--- src/include/sifh_macros.svh ---
`ifndef SIFH_MACROS_SVH
`define SIFH_MACROS_SVH

// tdc code width
`define NP          10

// upper code bits that pick the bin, 64 bins
`define BIN_BITS    6

// pixel array size
`define PIXEL_NUM   4
`define PIXEL_BITS  2

// codes per pixel in one acquisition
`define DATA_NUM    8

// histogram counter width
`define CNT_BITS    8

// ram address is {pixel, bin}
`define RAM_ADDR    (`PIXEL_BITS + `BIN_BITS)

// apb register offsets
`define CTRL_OFS    8'h00
`define STATUS_OFS  8'h04
// peak p lives at PEAK_BASE + 4*p
`define PEAK_BASE   8'h10

`endif

--- src/verilog/sifhPkg.sv ---
`include "sifh_macros.svh"

package sifhPkg;

    // raw tdc code
    // all-ones code means no photon was seen
    typedef logic [`NP-1:0] tdcCode_t;

    // histogram bin number
    typedef logic [`BIN_BITS-1:0] binIdx_t;

    // pixel number
    typedef logic [`PIXEL_BITS-1:0] pixelIdx_t;

    // one histogram count
    typedef logic [`CNT_BITS-1:0] count_t;

    // ram word address {pixel, bin}
    typedef logic [`RAM_ADDR-1:0] ramAddr_t;

    // acquisitions per frame, 0 means 256
    typedef logic [7:0] acqCnt_t;

    // apb address and data
    typedef logic [7:0] apbAddr_t;
    typedef logic [31:0] apbData_t;

    // controller states
    typedef enum logic [1:0] {
        IDLE,
        ACCUM,
        SCAN,
        DONE
    } ctrlState_t;

endpackage

--- src/verilog/histController.sv ---
`timescale 1ns/10ps
`include "sifh_macros.svh"

module histController (
    input  logic               clk,
    input  logic               arstN,
    input  logic               enable,
    input  sifhPkg::acqCnt_t   acqTarget,
    input  logic               sampleValid,
    input  sifhPkg::tdcCode_t  sampleCode,
    output logic               sampleReady,
    output logic               scanBusy,
    output logic               frameDone,
    output sifhPkg::ramAddr_t  raddr,
    output logic               rEnable,
    output sifhPkg::ramAddr_t  waddr,
    output logic               wEnable,
    output sifhPkg::count_t    newCounts,
    input  sifhPkg::count_t    counts,
    output logic               peakValid,
    output sifhPkg::pixelIdx_t peakPixel,
    output sifhPkg::binIdx_t   peakBin,
    output sifhPkg::count_t    peakCount
);
    import sifhPkg::*;

    localparam int DATA_BITS = $clog2(`DATA_NUM);

    ctrlState_t           state;
    // first scan after reset only zeroes the ram
    logic                 clearPass;
    logic                 scanStart;
    // position in the frame
    logic [DATA_BITS-1:0] dataCnt;
    pixelIdx_t            pixelCnt;
    acqCnt_t              acqCnt;
    logic                 accept;
    logic                 photon;
    logic                 lastSample;
    ramAddr_t             accAddr;
    // sample waiting for its read data
    logic                 pendValid;
    ramAddr_t             pendAddr;
    // bypass of the write that raced the read
    logic                 fwdHit;
    count_t               fwdData;
    count_t               baseCount;
    count_t               accCount;
    // scanner side of the ram
    ramAddr_t             scanRaddr;
    ramAddr_t             scanWaddr;
    logic                 scanREnable;
    logic                 scanWEnable;
    logic                 scanEnd;
    logic                 scanPeakValid;

    assign sampleReady = (state == ACCUM);
    assign scanBusy    = (state == SCAN);
    assign accept      = sampleValid && sampleReady;
    assign photon      = (sampleCode != '1);
    // bin is the top code bits
    assign accAddr     = {pixelCnt, sampleCode[`NP-1 -: `BIN_BITS]};
    assign lastSample  = (dataCnt == DATA_BITS'(`DATA_NUM - 1))
                      && (pixelCnt == pixelIdx_t'(`PIXEL_NUM - 1))
                      && (acqCnt == acqCnt_t'(acqTarget - 1'b1));

    // increment with saturation
    assign baseCount = fwdHit ? fwdData : counts;
    assign accCount  = (baseCount == '1) ? baseCount : baseCount + 1'b1;

    // scanner owns the ports while it runs
    // a last pending accumulate write still goes first
    assign rEnable   = scanREnable || (accept && photon);
    assign raddr     = scanREnable ? scanRaddr : accAddr;
    assign wEnable   = pendValid || scanWEnable;
    assign waddr     = pendValid ? pendAddr : scanWaddr;
    assign newCounts = pendValid ? accCount : '0;

    // no peak reports from the clear pass
    assign peakValid = scanPeakValid && !clearPass;

    always_ff @(posedge clk or negedge arstN) begin
        if (!arstN) begin
            state     <= IDLE;
            clearPass <= 1'b1;
            scanStart <= 1'b0;
            frameDone <= 1'b0;
            dataCnt   <= '0;
            pixelCnt  <= '0;
            acqCnt    <= '0;
            pendValid <= 1'b0;
            fwdHit    <= 1'b0;
        end else begin
            scanStart <= 1'b0;
            frameDone <= 1'b0;
            pendValid <= accept && photon;
            // previous sample writes the word just read
            fwdHit    <= accept && photon && pendValid && (pendAddr == accAddr);
            case (state)
                IDLE: begin
                    if (clearPass) begin
                        state     <= SCAN;
                        scanStart <= 1'b1;
                    end else if (enable) begin
                        state <= ACCUM;
                    end
                end
                ACCUM: begin
                    if (accept) begin
                        if (dataCnt == DATA_BITS'(`DATA_NUM - 1)) begin
                            dataCnt <= '0;
                            if (pixelCnt == pixelIdx_t'(`PIXEL_NUM - 1)) begin
                                pixelCnt <= '0;
                                acqCnt   <= lastSample ? '0 : acqCnt + 1'b1;
                            end else begin
                                pixelCnt <= pixelCnt + 1'b1;
                            end
                        end else begin
                            dataCnt <= dataCnt + 1'b1;
                        end
                        // frame complete, go histogram the peaks
                        if (lastSample) begin
                            state     <= SCAN;
                            scanStart <= 1'b1;
                        end
                    end else if (!enable) begin
                        state <= IDLE;
                    end
                end
                SCAN: begin
                    if (scanEnd) begin
                        state     <= DONE;
                        frameDone <= !clearPass;
                    end
                end
                DONE: begin
                    clearPass <= 1'b0;
                    state     <= enable ? ACCUM : IDLE;
                end
                default: state <= IDLE;
            endcase
        end
    end

    // pipeline payload
    always_ff @(posedge clk) begin
        pendAddr <= accAddr;
        fwdData  <= accCount;
    end

    peakScanner scanner (
        .clk        (clk),
        .arstN      (arstN),
        .scanStart  (scanStart),
        .scanRaddr  (scanRaddr),
        .scanREnable(scanREnable),
        .scanWaddr  (scanWaddr),
        .scanWEnable(scanWEnable),
        .counts     (counts),
        .scanEnd    (scanEnd),
        .peakValid  (scanPeakValid),
        .peakPixel  (peakPixel),
        .peakBin    (peakBin),
        .peakCount  (peakCount)
    );

endmodule

--- src/verilog/histRam.sv ---
`timescale 1ns/10ps
`include "sifh_macros.svh"

module histRam (
    input  logic              clk,
    input  sifhPkg::ramAddr_t waddr,
    input  sifhPkg::ramAddr_t raddr,
    input  logic              wEnable,
    input  sifhPkg::count_t   newCounts,
    input  logic              rEnable,
    output sifhPkg::count_t   counts
);
    import sifhPkg::*;

    localparam int DEPTH = 1 << `RAM_ADDR;

    // one count per {pixel, bin}
    count_t mem [0:DEPTH-1];

    // write port
    always_ff @(posedge clk) begin
        if (wEnable) begin
            mem[waddr] <= newCounts;
        end
    end

    // registered read, one cycle latency
    // same-cycle write to the read address returns the old word
    always_ff @(posedge clk) begin
        if (rEnable) begin
            counts <= mem[raddr];
        end
    end

endmodule

--- src/verilog/peakScanner.sv ---
`timescale 1ns/10ps
`include "sifh_macros.svh"

module peakScanner (
    input  logic               clk,
    input  logic               arstN,
    input  logic               scanStart,
    output sifhPkg::ramAddr_t  scanRaddr,
    output logic               scanREnable,
    output sifhPkg::ramAddr_t  scanWaddr,
    output logic               scanWEnable,
    input  sifhPkg::count_t    counts,
    output logic               scanEnd,
    output logic               peakValid,
    output sifhPkg::pixelIdx_t peakPixel,
    output sifhPkg::binIdx_t   peakBin,
    output sifhPkg::count_t    peakCount
);
    import sifhPkg::*;

    // read side
    ramAddr_t  rdAddr;
    logic      rdActive;
    // address whose data is on counts this cycle
    ramAddr_t  rtnAddr;
    logic      rtnValid;
    binIdx_t   rtnBin;
    pixelIdx_t rtnPixel;
    logic      firstBin;
    logic      lastBin;
    logic      takeNew;
    // running maximum of the current pixel
    count_t    maxCount;
    binIdx_t   maxBin;
    count_t    nextCount;
    binIdx_t   nextBin;

    assign scanRaddr   = rdAddr;
    assign scanREnable = rdActive;
    // zero goes back to the word read one cycle earlier
    assign scanWaddr   = rtnAddr;
    assign scanWEnable = rtnValid;

    assign rtnBin   = rtnAddr[`BIN_BITS-1:0];
    assign rtnPixel = rtnAddr[`RAM_ADDR-1:`BIN_BITS];
    assign firstBin = (rtnBin == '0);
    assign lastBin  = (rtnBin == '1);

    // bin 0 restarts the search
    // strictly greater only so the lowest bin wins a tie
    assign takeNew   = firstBin || (counts > maxCount);
    assign nextCount = takeNew ? counts : maxCount;
    assign nextBin   = takeNew ? rtnBin : maxBin;

    always_ff @(posedge clk or negedge arstN) begin
        if (!arstN) begin
            rdActive  <= 1'b0;
            rdAddr    <= '0;
            rtnValid  <= 1'b0;
            peakValid <= 1'b0;
            scanEnd   <= 1'b0;
        end else begin
            if (scanStart) begin
                rdActive <= 1'b1;
                rdAddr   <= '0;
            end else if (rdActive) begin
                rdAddr <= rdAddr + 1'b1;
                // stop after the top address
                if (rdAddr == '1) begin
                    rdActive <= 1'b0;
                end
            end
            rtnValid  <= rdActive;
            // strobe at each pixel boundary
            peakValid <= rtnValid && lastBin;
            // last pixel done
            scanEnd   <= rtnValid && (rtnAddr == '1);
        end
    end

    // return address, running maximum and peak result
    always_ff @(posedge clk) begin
        rtnAddr <= rdAddr;
        if (rtnValid) begin
            maxCount <= nextCount;
            maxBin   <= nextBin;
        end
        if (rtnValid && lastBin) begin
            peakPixel <= rtnPixel;
            peakBin   <= nextBin;
            peakCount <= nextCount;
        end
    end

endmodule

--- src/verilog/sifhApbRegs.sv ---
`timescale 1ns/10ps
`include "sifh_macros.svh"

module sifhApbRegs (
    input  logic               clk,
    input  logic               arstN,
    input  logic               psel,
    input  logic               penable,
    input  logic               pwrite,
    input  sifhPkg::apbAddr_t  paddr,
    input  sifhPkg::apbData_t  pwdata,
    output sifhPkg::apbData_t  prdata,
    output logic               pready,
    output logic               pslverr,
    output logic               enable,
    output sifhPkg::acqCnt_t   acqTarget,
    input  logic               scanBusy,
    input  logic               frameDone,
    input  logic               peakValid,
    input  sifhPkg::pixelIdx_t peakPixel,
    input  sifhPkg::binIdx_t   peakBin,
    input  sifhPkg::count_t    peakCount
);
    import sifhPkg::*;

    // address decode
    logic      isCtrl;
    logic      isStatus;
    logic      isPeak;
    apbAddr_t  peakOfs;
    pixelIdx_t peakSel;
    logic      access;
    logic      ctrlWrite;
    // frames finished since reset
    acqCnt_t   frameCount;
    // one result per pixel
    binIdx_t   peakBinReg   [`PIXEL_NUM];
    count_t    peakCountReg [`PIXEL_NUM];

    assign peakOfs  = paddr - `PEAK_BASE;
    assign peakSel  = peakOfs[`PIXEL_BITS+1:2];
    assign isCtrl   = (paddr == `CTRL_OFS);
    assign isStatus = (paddr == `STATUS_OFS);
    assign isPeak   = (paddr >= `PEAK_BASE)
                   && (peakOfs < apbAddr_t'(4 * `PIXEL_NUM))
                   && (peakOfs[1:0] == 2'b00);

    // zero wait states
    assign access    = psel && penable;
    assign pready    = access;
    assign ctrlWrite = access && pwrite && isCtrl;

    // unmapped, or a write to a read-only register
    assign pslverr = access
                  && (!(isCtrl || isStatus || isPeak) || (pwrite && (isStatus || isPeak)));

    // read mux
    always_comb begin
        prdata = '0;
        if (isCtrl) begin
            prdata[0]    = enable;
            prdata[15:8] = acqTarget;
        end else if (isStatus) begin
            prdata[0]    = scanBusy;
            prdata[15:8] = frameCount;
        end else if (isPeak) begin
            prdata[`BIN_BITS-1:0]    = peakBinReg[peakSel];
            prdata[8+`CNT_BITS-1:8]  = peakCountReg[peakSel];
        end
    end

    // ctrl and frame counter
    always_ff @(posedge clk or negedge arstN) begin
        if (!arstN) begin
            enable     <= 1'b0;
            acqTarget  <= '0;
            frameCount <= '0;
        end else begin
            if (ctrlWrite) begin
                enable    <= pwdata[0];
                acqTarget <= pwdata[15:8];
            end
            // wraps at 256
            if (frameDone) begin
                frameCount <= frameCount + 1'b1;
            end
        end
    end

    // peak results, loaded by the scanner strobe
    always_ff @(posedge clk or negedge arstN) begin
        if (!arstN) begin
            for (int i = 0; i < `PIXEL_NUM; i++) begin
                peakBinReg[i]   <= '0;
                peakCountReg[i] <= '0;
            end
        end else if (peakValid) begin
            peakBinReg[peakPixel]   <= peakBin;
            peakCountReg[peakPixel] <= peakCount;
        end
    end

endmodule

--- src/verilog/sifhTop.sv ---
`timescale 1ns/10ps

module sifhTop (
    input  logic              clk,
    input  logic              arstN,
    input  logic              sampleValid,
    input  sifhPkg::tdcCode_t sampleCode,
    output logic              sampleReady,
    input  logic              psel,
    input  logic              penable,
    input  logic              pwrite,
    input  sifhPkg::apbAddr_t paddr,
    input  sifhPkg::apbData_t pwdata,
    output sifhPkg::apbData_t prdata,
    output logic              pready,
    output logic              pslverr
);
    import sifhPkg::*;

    // register block to controller
    logic      enable;
    acqCnt_t   acqTarget;
    logic      scanBusy;
    logic      frameDone;
    // peak results
    logic      peakValid;
    pixelIdx_t peakPixel;
    binIdx_t   peakBin;
    count_t    peakCount;
    // ram ports
    ramAddr_t  raddr;
    ramAddr_t  waddr;
    logic      rEnable;
    logic      wEnable;
    count_t    newCounts;
    count_t    counts;

    sifhApbRegs regs (
        .clk      (clk),
        .arstN    (arstN),
        .psel     (psel),
        .penable  (penable),
        .pwrite   (pwrite),
        .paddr    (paddr),
        .pwdata   (pwdata),
        .prdata   (prdata),
        .pready   (pready),
        .pslverr  (pslverr),
        .enable   (enable),
        .acqTarget(acqTarget),
        .scanBusy (scanBusy),
        .frameDone(frameDone),
        .peakValid(peakValid),
        .peakPixel(peakPixel),
        .peakBin  (peakBin),
        .peakCount(peakCount)
    );

    histController ctrl (
        .clk        (clk),
        .arstN      (arstN),
        .enable     (enable),
        .acqTarget  (acqTarget),
        .sampleValid(sampleValid),
        .sampleCode (sampleCode),
        .sampleReady(sampleReady),
        .scanBusy   (scanBusy),
        .frameDone  (frameDone),
        .raddr      (raddr),
        .rEnable    (rEnable),
        .waddr      (waddr),
        .wEnable    (wEnable),
        .newCounts  (newCounts),
        .counts     (counts),
        .peakValid  (peakValid),
        .peakPixel  (peakPixel),
        .peakBin    (peakBin),
        .peakCount  (peakCount)
    );

    histRam ram (
        .clk      (clk),
        .waddr    (waddr),
        .raddr    (raddr),
        .wEnable  (wEnable),
        .newCounts(newCounts),
        .rEnable  (rEnable),
        .counts   (counts)
    );

endmodule
--- config.mk ---
export PLATFORM = sky130hd
export DESIGN_NAME = sifhTop
export DESIGN_NICKNAME = d
export VERILOG_FILES = /design/src/verilog/sifhPkg.sv /design/src/verilog/histController.sv /design/src/verilog/histRam.sv /design/src/verilog/peakScanner.sv /design/src/verilog/sifhApbRegs.sv /design/src/verilog/sifhTop.sv
export VERILOG_INCLUDE_DIRS = /design/src /design/src/include
export SDC_FILE = /design/constraint.sdc
export NUM_CORES = 2
export LEC_CHECK = 0
export ABC_AREA = 1
export ABC_CLOCK_PERIOD_IN_PS = 10100
export BUFFER_PORTS_ARGS = -buffer_cell sky130_fd_sc_hd__buf_2
export CORE_MARGIN = 8
export CORE_UTILIZATION = 40
export DETAILED_ROUTE_END_ITERATION = 10
export PLACE_DENSITY_LB_ADDON = 0.1
export RECOVER_POWER = 100
export SYNTH_ARGS = -nofsm -noshare
export SYNTH_HDL_FRONTEND = slang
export SYNTH_SLANG_ARGS = --single-unit
--- constraint.sdc ---
create_clock -name clk -period 10.1 [get_ports clk]
set_input_delay 2.02 -clock clk [delete_from_list [all_inputs] [get_ports clk]]
set_output_delay 2.02 -clock clk [all_outputs]
set_load 0.05 [all_outputs]
==> out/results.env <==
FLOORPLAN.ROWS=179
CLOCK_SKEW_PS=30.6
SOURCE_TO_SINK_CLOCK_DELAY_AT_THE_LATER_PIN_OF_THE_WORST_SKEW_PAIR_PS=870
HOLDBUFCOUNTCTS=0
VIOLATIONS_IN_THE_FINAL_REPORTS='max-capacitance violations, max-slew violations'
PLACE.GP.CONGESTION=0.800
FLOORPLAN.INITIALDENSITY_PCT=40.2
IO-PIN-COUNT=91
DESIGN.DIE.AREA_MM2=0.254
AREA_GROWTH_PCT=9.82
VIASPERCELL=5.35
GRT_FIRST_PASS_WIRELENGTH_MM=418
FINAL_COMMON_CELL='sky130_fd_sc_hd__nand2_1'
DRCVIOLATIONCOUNT=0
COREAREA_MM2=0.237
INITIALDRTVIOLATIONCOUNT=5865
FIN_SETUP_TNS_PS=0
TIMING.CRITICAL_PATH.FROM_TYPE='flip-flop'
LAYOUT.NETS=8702
CRIT_ARRIVAL_PS=8560
PLACE_HPWL_MM=149
SETUP_VIOL=0
ASYNC_RESET_FF_SHARE_PCT=4.74
PERIOD_SHARE_PCT=79.2
CTS.SINK_COUNT=2215
ROOT_BUFFER='sky130_fd_sc_hd__clkbuf_16'
PEAKVDDDROP_V=0.000195
FIN_UTIL_PCT=44.1
VIAS=64200
FINAL_ANTENNA_NET_COUNT=0
NUMBER_OF_GLOBAL_ROUTE_VIAS_BEFORE_REPAIR=61800
TIMING.FMAX_MHz=125
POSTSYNTHREGISTERBITS=2215
POSTSYNTHCELLCOUNT=8841
SEQ_AREA_FRAC_SYNTH_PCT=69.0
PLACE.PORT_BUFFERS=49
PLACEMENT.CELL_AREA_MM2=0.0979
DRIVE_ABOVE_1_SHARE_PCT=5.23
FP.DIEH_UM=504
SYNTHESIS.YOSYS.WARNINGS=0
GR-TOTAL-OVERFLOW=0
END_KIND='flip-flop'
POST_CTS_SIZING_COUNT=0
POSTSYNTH.TOPFLOPCELL='sky130_fd_sc_hd__edfxtp_1'
FINAL_MAX_SLEW_VIOL_COUNT=1584
DETAILEDROUTE.FIRSTPASSITERATIONCOUNT=5
POSTLAYOUTCELLAREA_MM2=0.105
SYNTH.LIB_CELLS_USED.DISTINCT=47
CP_MAX_FO=165
PATH_CLASS='flip-flop to flip-flop'
PWR_DENS_mW_PER_MM2=172
TRITONCTS='built'
CAP_VIOLATIONS=30
CTS_MADE_BUFFERS=235
STATUS='complete, but fails checks'
FINAL_PERIOD_MINUS_WORST_SETUP_SLACK_PS=7990
SYNTH_ENABLE_FLOP_CELLS=2086
DRT_WL_CELL_UM=23.6
HOLD_VIOL=0
CTS_MAX_PATH_BUFFERS=3
SYNTHESIZED_AREA_DIVIDED_BY_SYNTHESIZED_CELL_COUNT_UM2=10.8
GRT_SETUP_UNREPAIRED='false'
POSTCTSSETUPREPAIRBUFS=0
WORST-SLEW-PIN-TRANSITION_PS=4490
FINAL_CELL_MIX='2795 x sky130_fd_sc_hd__nand2_1, 2086 x sky130_fd_sc_hd__edfxtp_1, 2024 x sky130_fd_sc_hd__nand3_1'
DETAILEDPLACE.WORSTSLACK_PS=3500
CRITICAL_PATH_REQUIRED_PS=10660
CTS.CLK_SLEW.WORST_PATHS_PS=60
FINAL.SETUP.WORST_SLACK_PS=2110
H-TREE-DEPTH=4
MAXIMUM_NUMBER_OF_PINS_ON_ONE_NET_BEFORE_GLOBAL_ROUTE_REPAIR=191
ANTENNA_FOUND_INITIAL=11
GRT_USAGE_PCT=21.4
POST_SYNTH_INSTANCE_AREA_MM2=0.0953
LEAKAGE_uW=0.0368
DETAIL_ROUTE.WIRELENGTH_MM=283
HOLD_REMOVAL_PATH_CLASS='flip-flop to flip-flop'
SLEW_LIMIT_HEADROOM_PCT=-199
DIE_WIDTH_UM=504
==> per-layer routing <==
layer | GRT usage (%) | wire (µm)
met5 | 0 | 0
met4 | 5.94 | 7600
met3 | 3.18 | 16200
met2 | 34.6 | 132000
met1 | 30.3 | 127000
==> synthesized netlist by cell type, types with 2 or more instances <==
library cell | n | area (µm²)
sky130_fd_sc_hd__edfxtp_1 | 2086 | 62600
sky130_fd_sc_hd__buf_6 | 7 | 78.8
sky130_fd_sc_hd__a21oi_1 | 32 | 160
sky130_fd_sc_hd__dfrtp_1 | 104 | 2600
sky130_fd_sc_hd__nand2_4 | 3 | 33.8
sky130_fd_sc_hd__inv_2 | 5 | 18.8
sky130_fd_sc_hd__o22ai_1 | 3 | 18.8
sky130_fd_sc_hd__dfxtp_1 | 24 | 480
sky130_fd_sc_hd__mux2i_1 | 3 | 30.0
sky130_fd_sc_hd__nand4_1 | 11 | 68.8
sky130_fd_sc_hd__nor3_1 | 10 | 50.1
sky130_fd_sc_hd__nand3_1 | 2031 | 10200
sky130_fd_sc_hd__a22oi_1 | 9 | 67.6
sky130_fd_sc_hd__o211ai_1 | 118 | 886
sky130_fd_sc_hd__nor2_2 | 3 | 18.8
sky130_fd_sc_hd__buf_4 | 65 | 488
sky130_fd_sc_hd__a31oi_1 | 7 | 43.8
sky130_fd_sc_hd__or2_2 | 7 | 43.8
sky130_fd_sc_hd__nand3b_1 | 51 | 383
sky130_fd_sc_hd__o21ai_2 | 2 | 17.5
sky130_fd_sc_hd__ha_1 | 16 | 200
sky130_fd_sc_hd__inv_1 | 390 | 1460
sky130_fd_sc_hd__mux2_2 | 12 | 135
sky130_fd_sc_hd__o21a_1 | 2 | 15.0
sky130_fd_sc_hd__xnor2_1 | 11 | 96.3
sky130_fd_sc_hd__buf_2 | 362 | 1810
sky130_fd_sc_hd__nor4_1 | 2 | 12.5
sky130_fd_sc_hd__o21ai_1 | 4 | 20.0
sky130_fd_sc_hd__o21ai_0 | 113 | 566
sky130_fd_sc_hd__clkbuf_1 | 150 | 563
sky130_fd_sc_hd__clkinv_1 | 2 | 7.51
sky130_fd_sc_hd__nor2_1 | 337 | 1260
sky130_fd_sc_hd__nand2_1 | 2800 | 10500
sky130_fd_sc_hd__xor2_1 | 15 | 131
sky130_fd_sc_hd__buf_1 | 32 | 120
==> registers in the layout, indices dropped and copies added, names as in the netlist, 8 cells and up <==
| name | count |
|---|---|
| ram.mem | 2048 |
| regs.peakCountReg | 32 |
| regs.peakBinReg | 24 |
| ctrl.acqCnt | 8 |
| ctrl.fwdData | 8 |
| ctrl.pendAddr | 8 |
| ctrl.scanner.maxCount | 8 |
| ctrl.scanner.peakCount | 8 |
| ctrl.scanner.scanRaddr | 8 |
| ctrl.scanner.scanWaddr | 8 |
| ram.counts | 8 |
| regs.acqTarget | 8 |
| regs.frameCount | 8 |
==> stage by stage <==
stage	hold slack, ps	cells	power [µW]
final	413	12000	18000
after CTS	419	12000	18200
after global placement	386	11600	10100
after floorplan	368	8858	10100
after detailed placement	405	11600	10100
after global routing	433	12000	18500
==> cells by family after synthesis <==
kind of cell    count (synthesis)  synth area share (%)
buf+inv                      1014                  4.78
compound gates                296                  1.95
flops                        2215                  69.0
simple gates                 5258                  23.7
mux                            15                 0.173
fa+ha+maj                      16                 0.210
xor+xnor                       26                 0.239
other cells                     1               0.00393
==> worst max-delay path, stage by stage (launching register included) <==
cell	delay, ps
sky130_fd_sc_hd__dfrtp_1	320
sky130_fd_sc_hd__clkbuf_1	970
sky130_fd_sc_hd__clkinvlp_2	1030
sky130_fd_sc_hd__nand2_8	710
sky130_fd_sc_hd__nand2_2	1560
sky130_fd_sc_hd__buf_12	810
sky130_fd_sc_hd__nand2_1	180
sky130_fd_sc_hd__nand2_1	60
sky130_fd_sc_hd__nand2_1	70
sky130_fd_sc_hd__nand3_1	150
sky130_fd_sc_hd__nand3_1	170
sky130_fd_sc_hd__nand3_1	120
sky130_fd_sc_hd__nand3_1	320
sky130_fd_sc_hd__nand3_1	280
sky130_fd_sc_hd__nand3_1	290
sky130_fd_sc_hd__nand2_1	180
==> power breakdown <==
part           switching [µW]  total (µW)  internal (µW)  leakage [µW]
sequential               1.64        9890           9890        0.0161
combinational            44.2        55.2           10.9        0.0172
clock                    3570        8070           4500       0.00348
total                    3610       18000          14400        0.0368
==> area by class of cell <==
type                            count  area, µm²
Multi-Input combinational cell   5629      25200
Tap cell                         3167       3960
Clock inverter                    135        805
Clock buffer                      302       6290
Fill cell                       22300     133000
Sequential cell                  2215      65700
Antenna cell                        1       2.50
Inverter                          398       1510
Timing Repair Buffer              151       1180
==> worst paths after layout <==
kind / start / to / slack [ps] / cells past startpoint
setup / recovery: ctrl.scanner.scanREnable / ram.counts[4] / 2110 / 15
hold / removal: ctrl.pixelCnt[1] / ctrl.pendAddr[7] / 410 / 0
min in group asynchronous: arstN / regs.peakBinReg[7] / 1890 / 1
setup reg to reg: ctrl.scanner.scanREnable / ram.counts[4] / 2110 / 15
hold reg to reg: ctrl.pixelCnt[1] / ctrl.pendAddr[7] / 410 / 0
max in group asynchronous: arstN / ctrl.acqCnt[7] / 4030 / 2
Note: power is estimated with default switching activity, not from simulation.
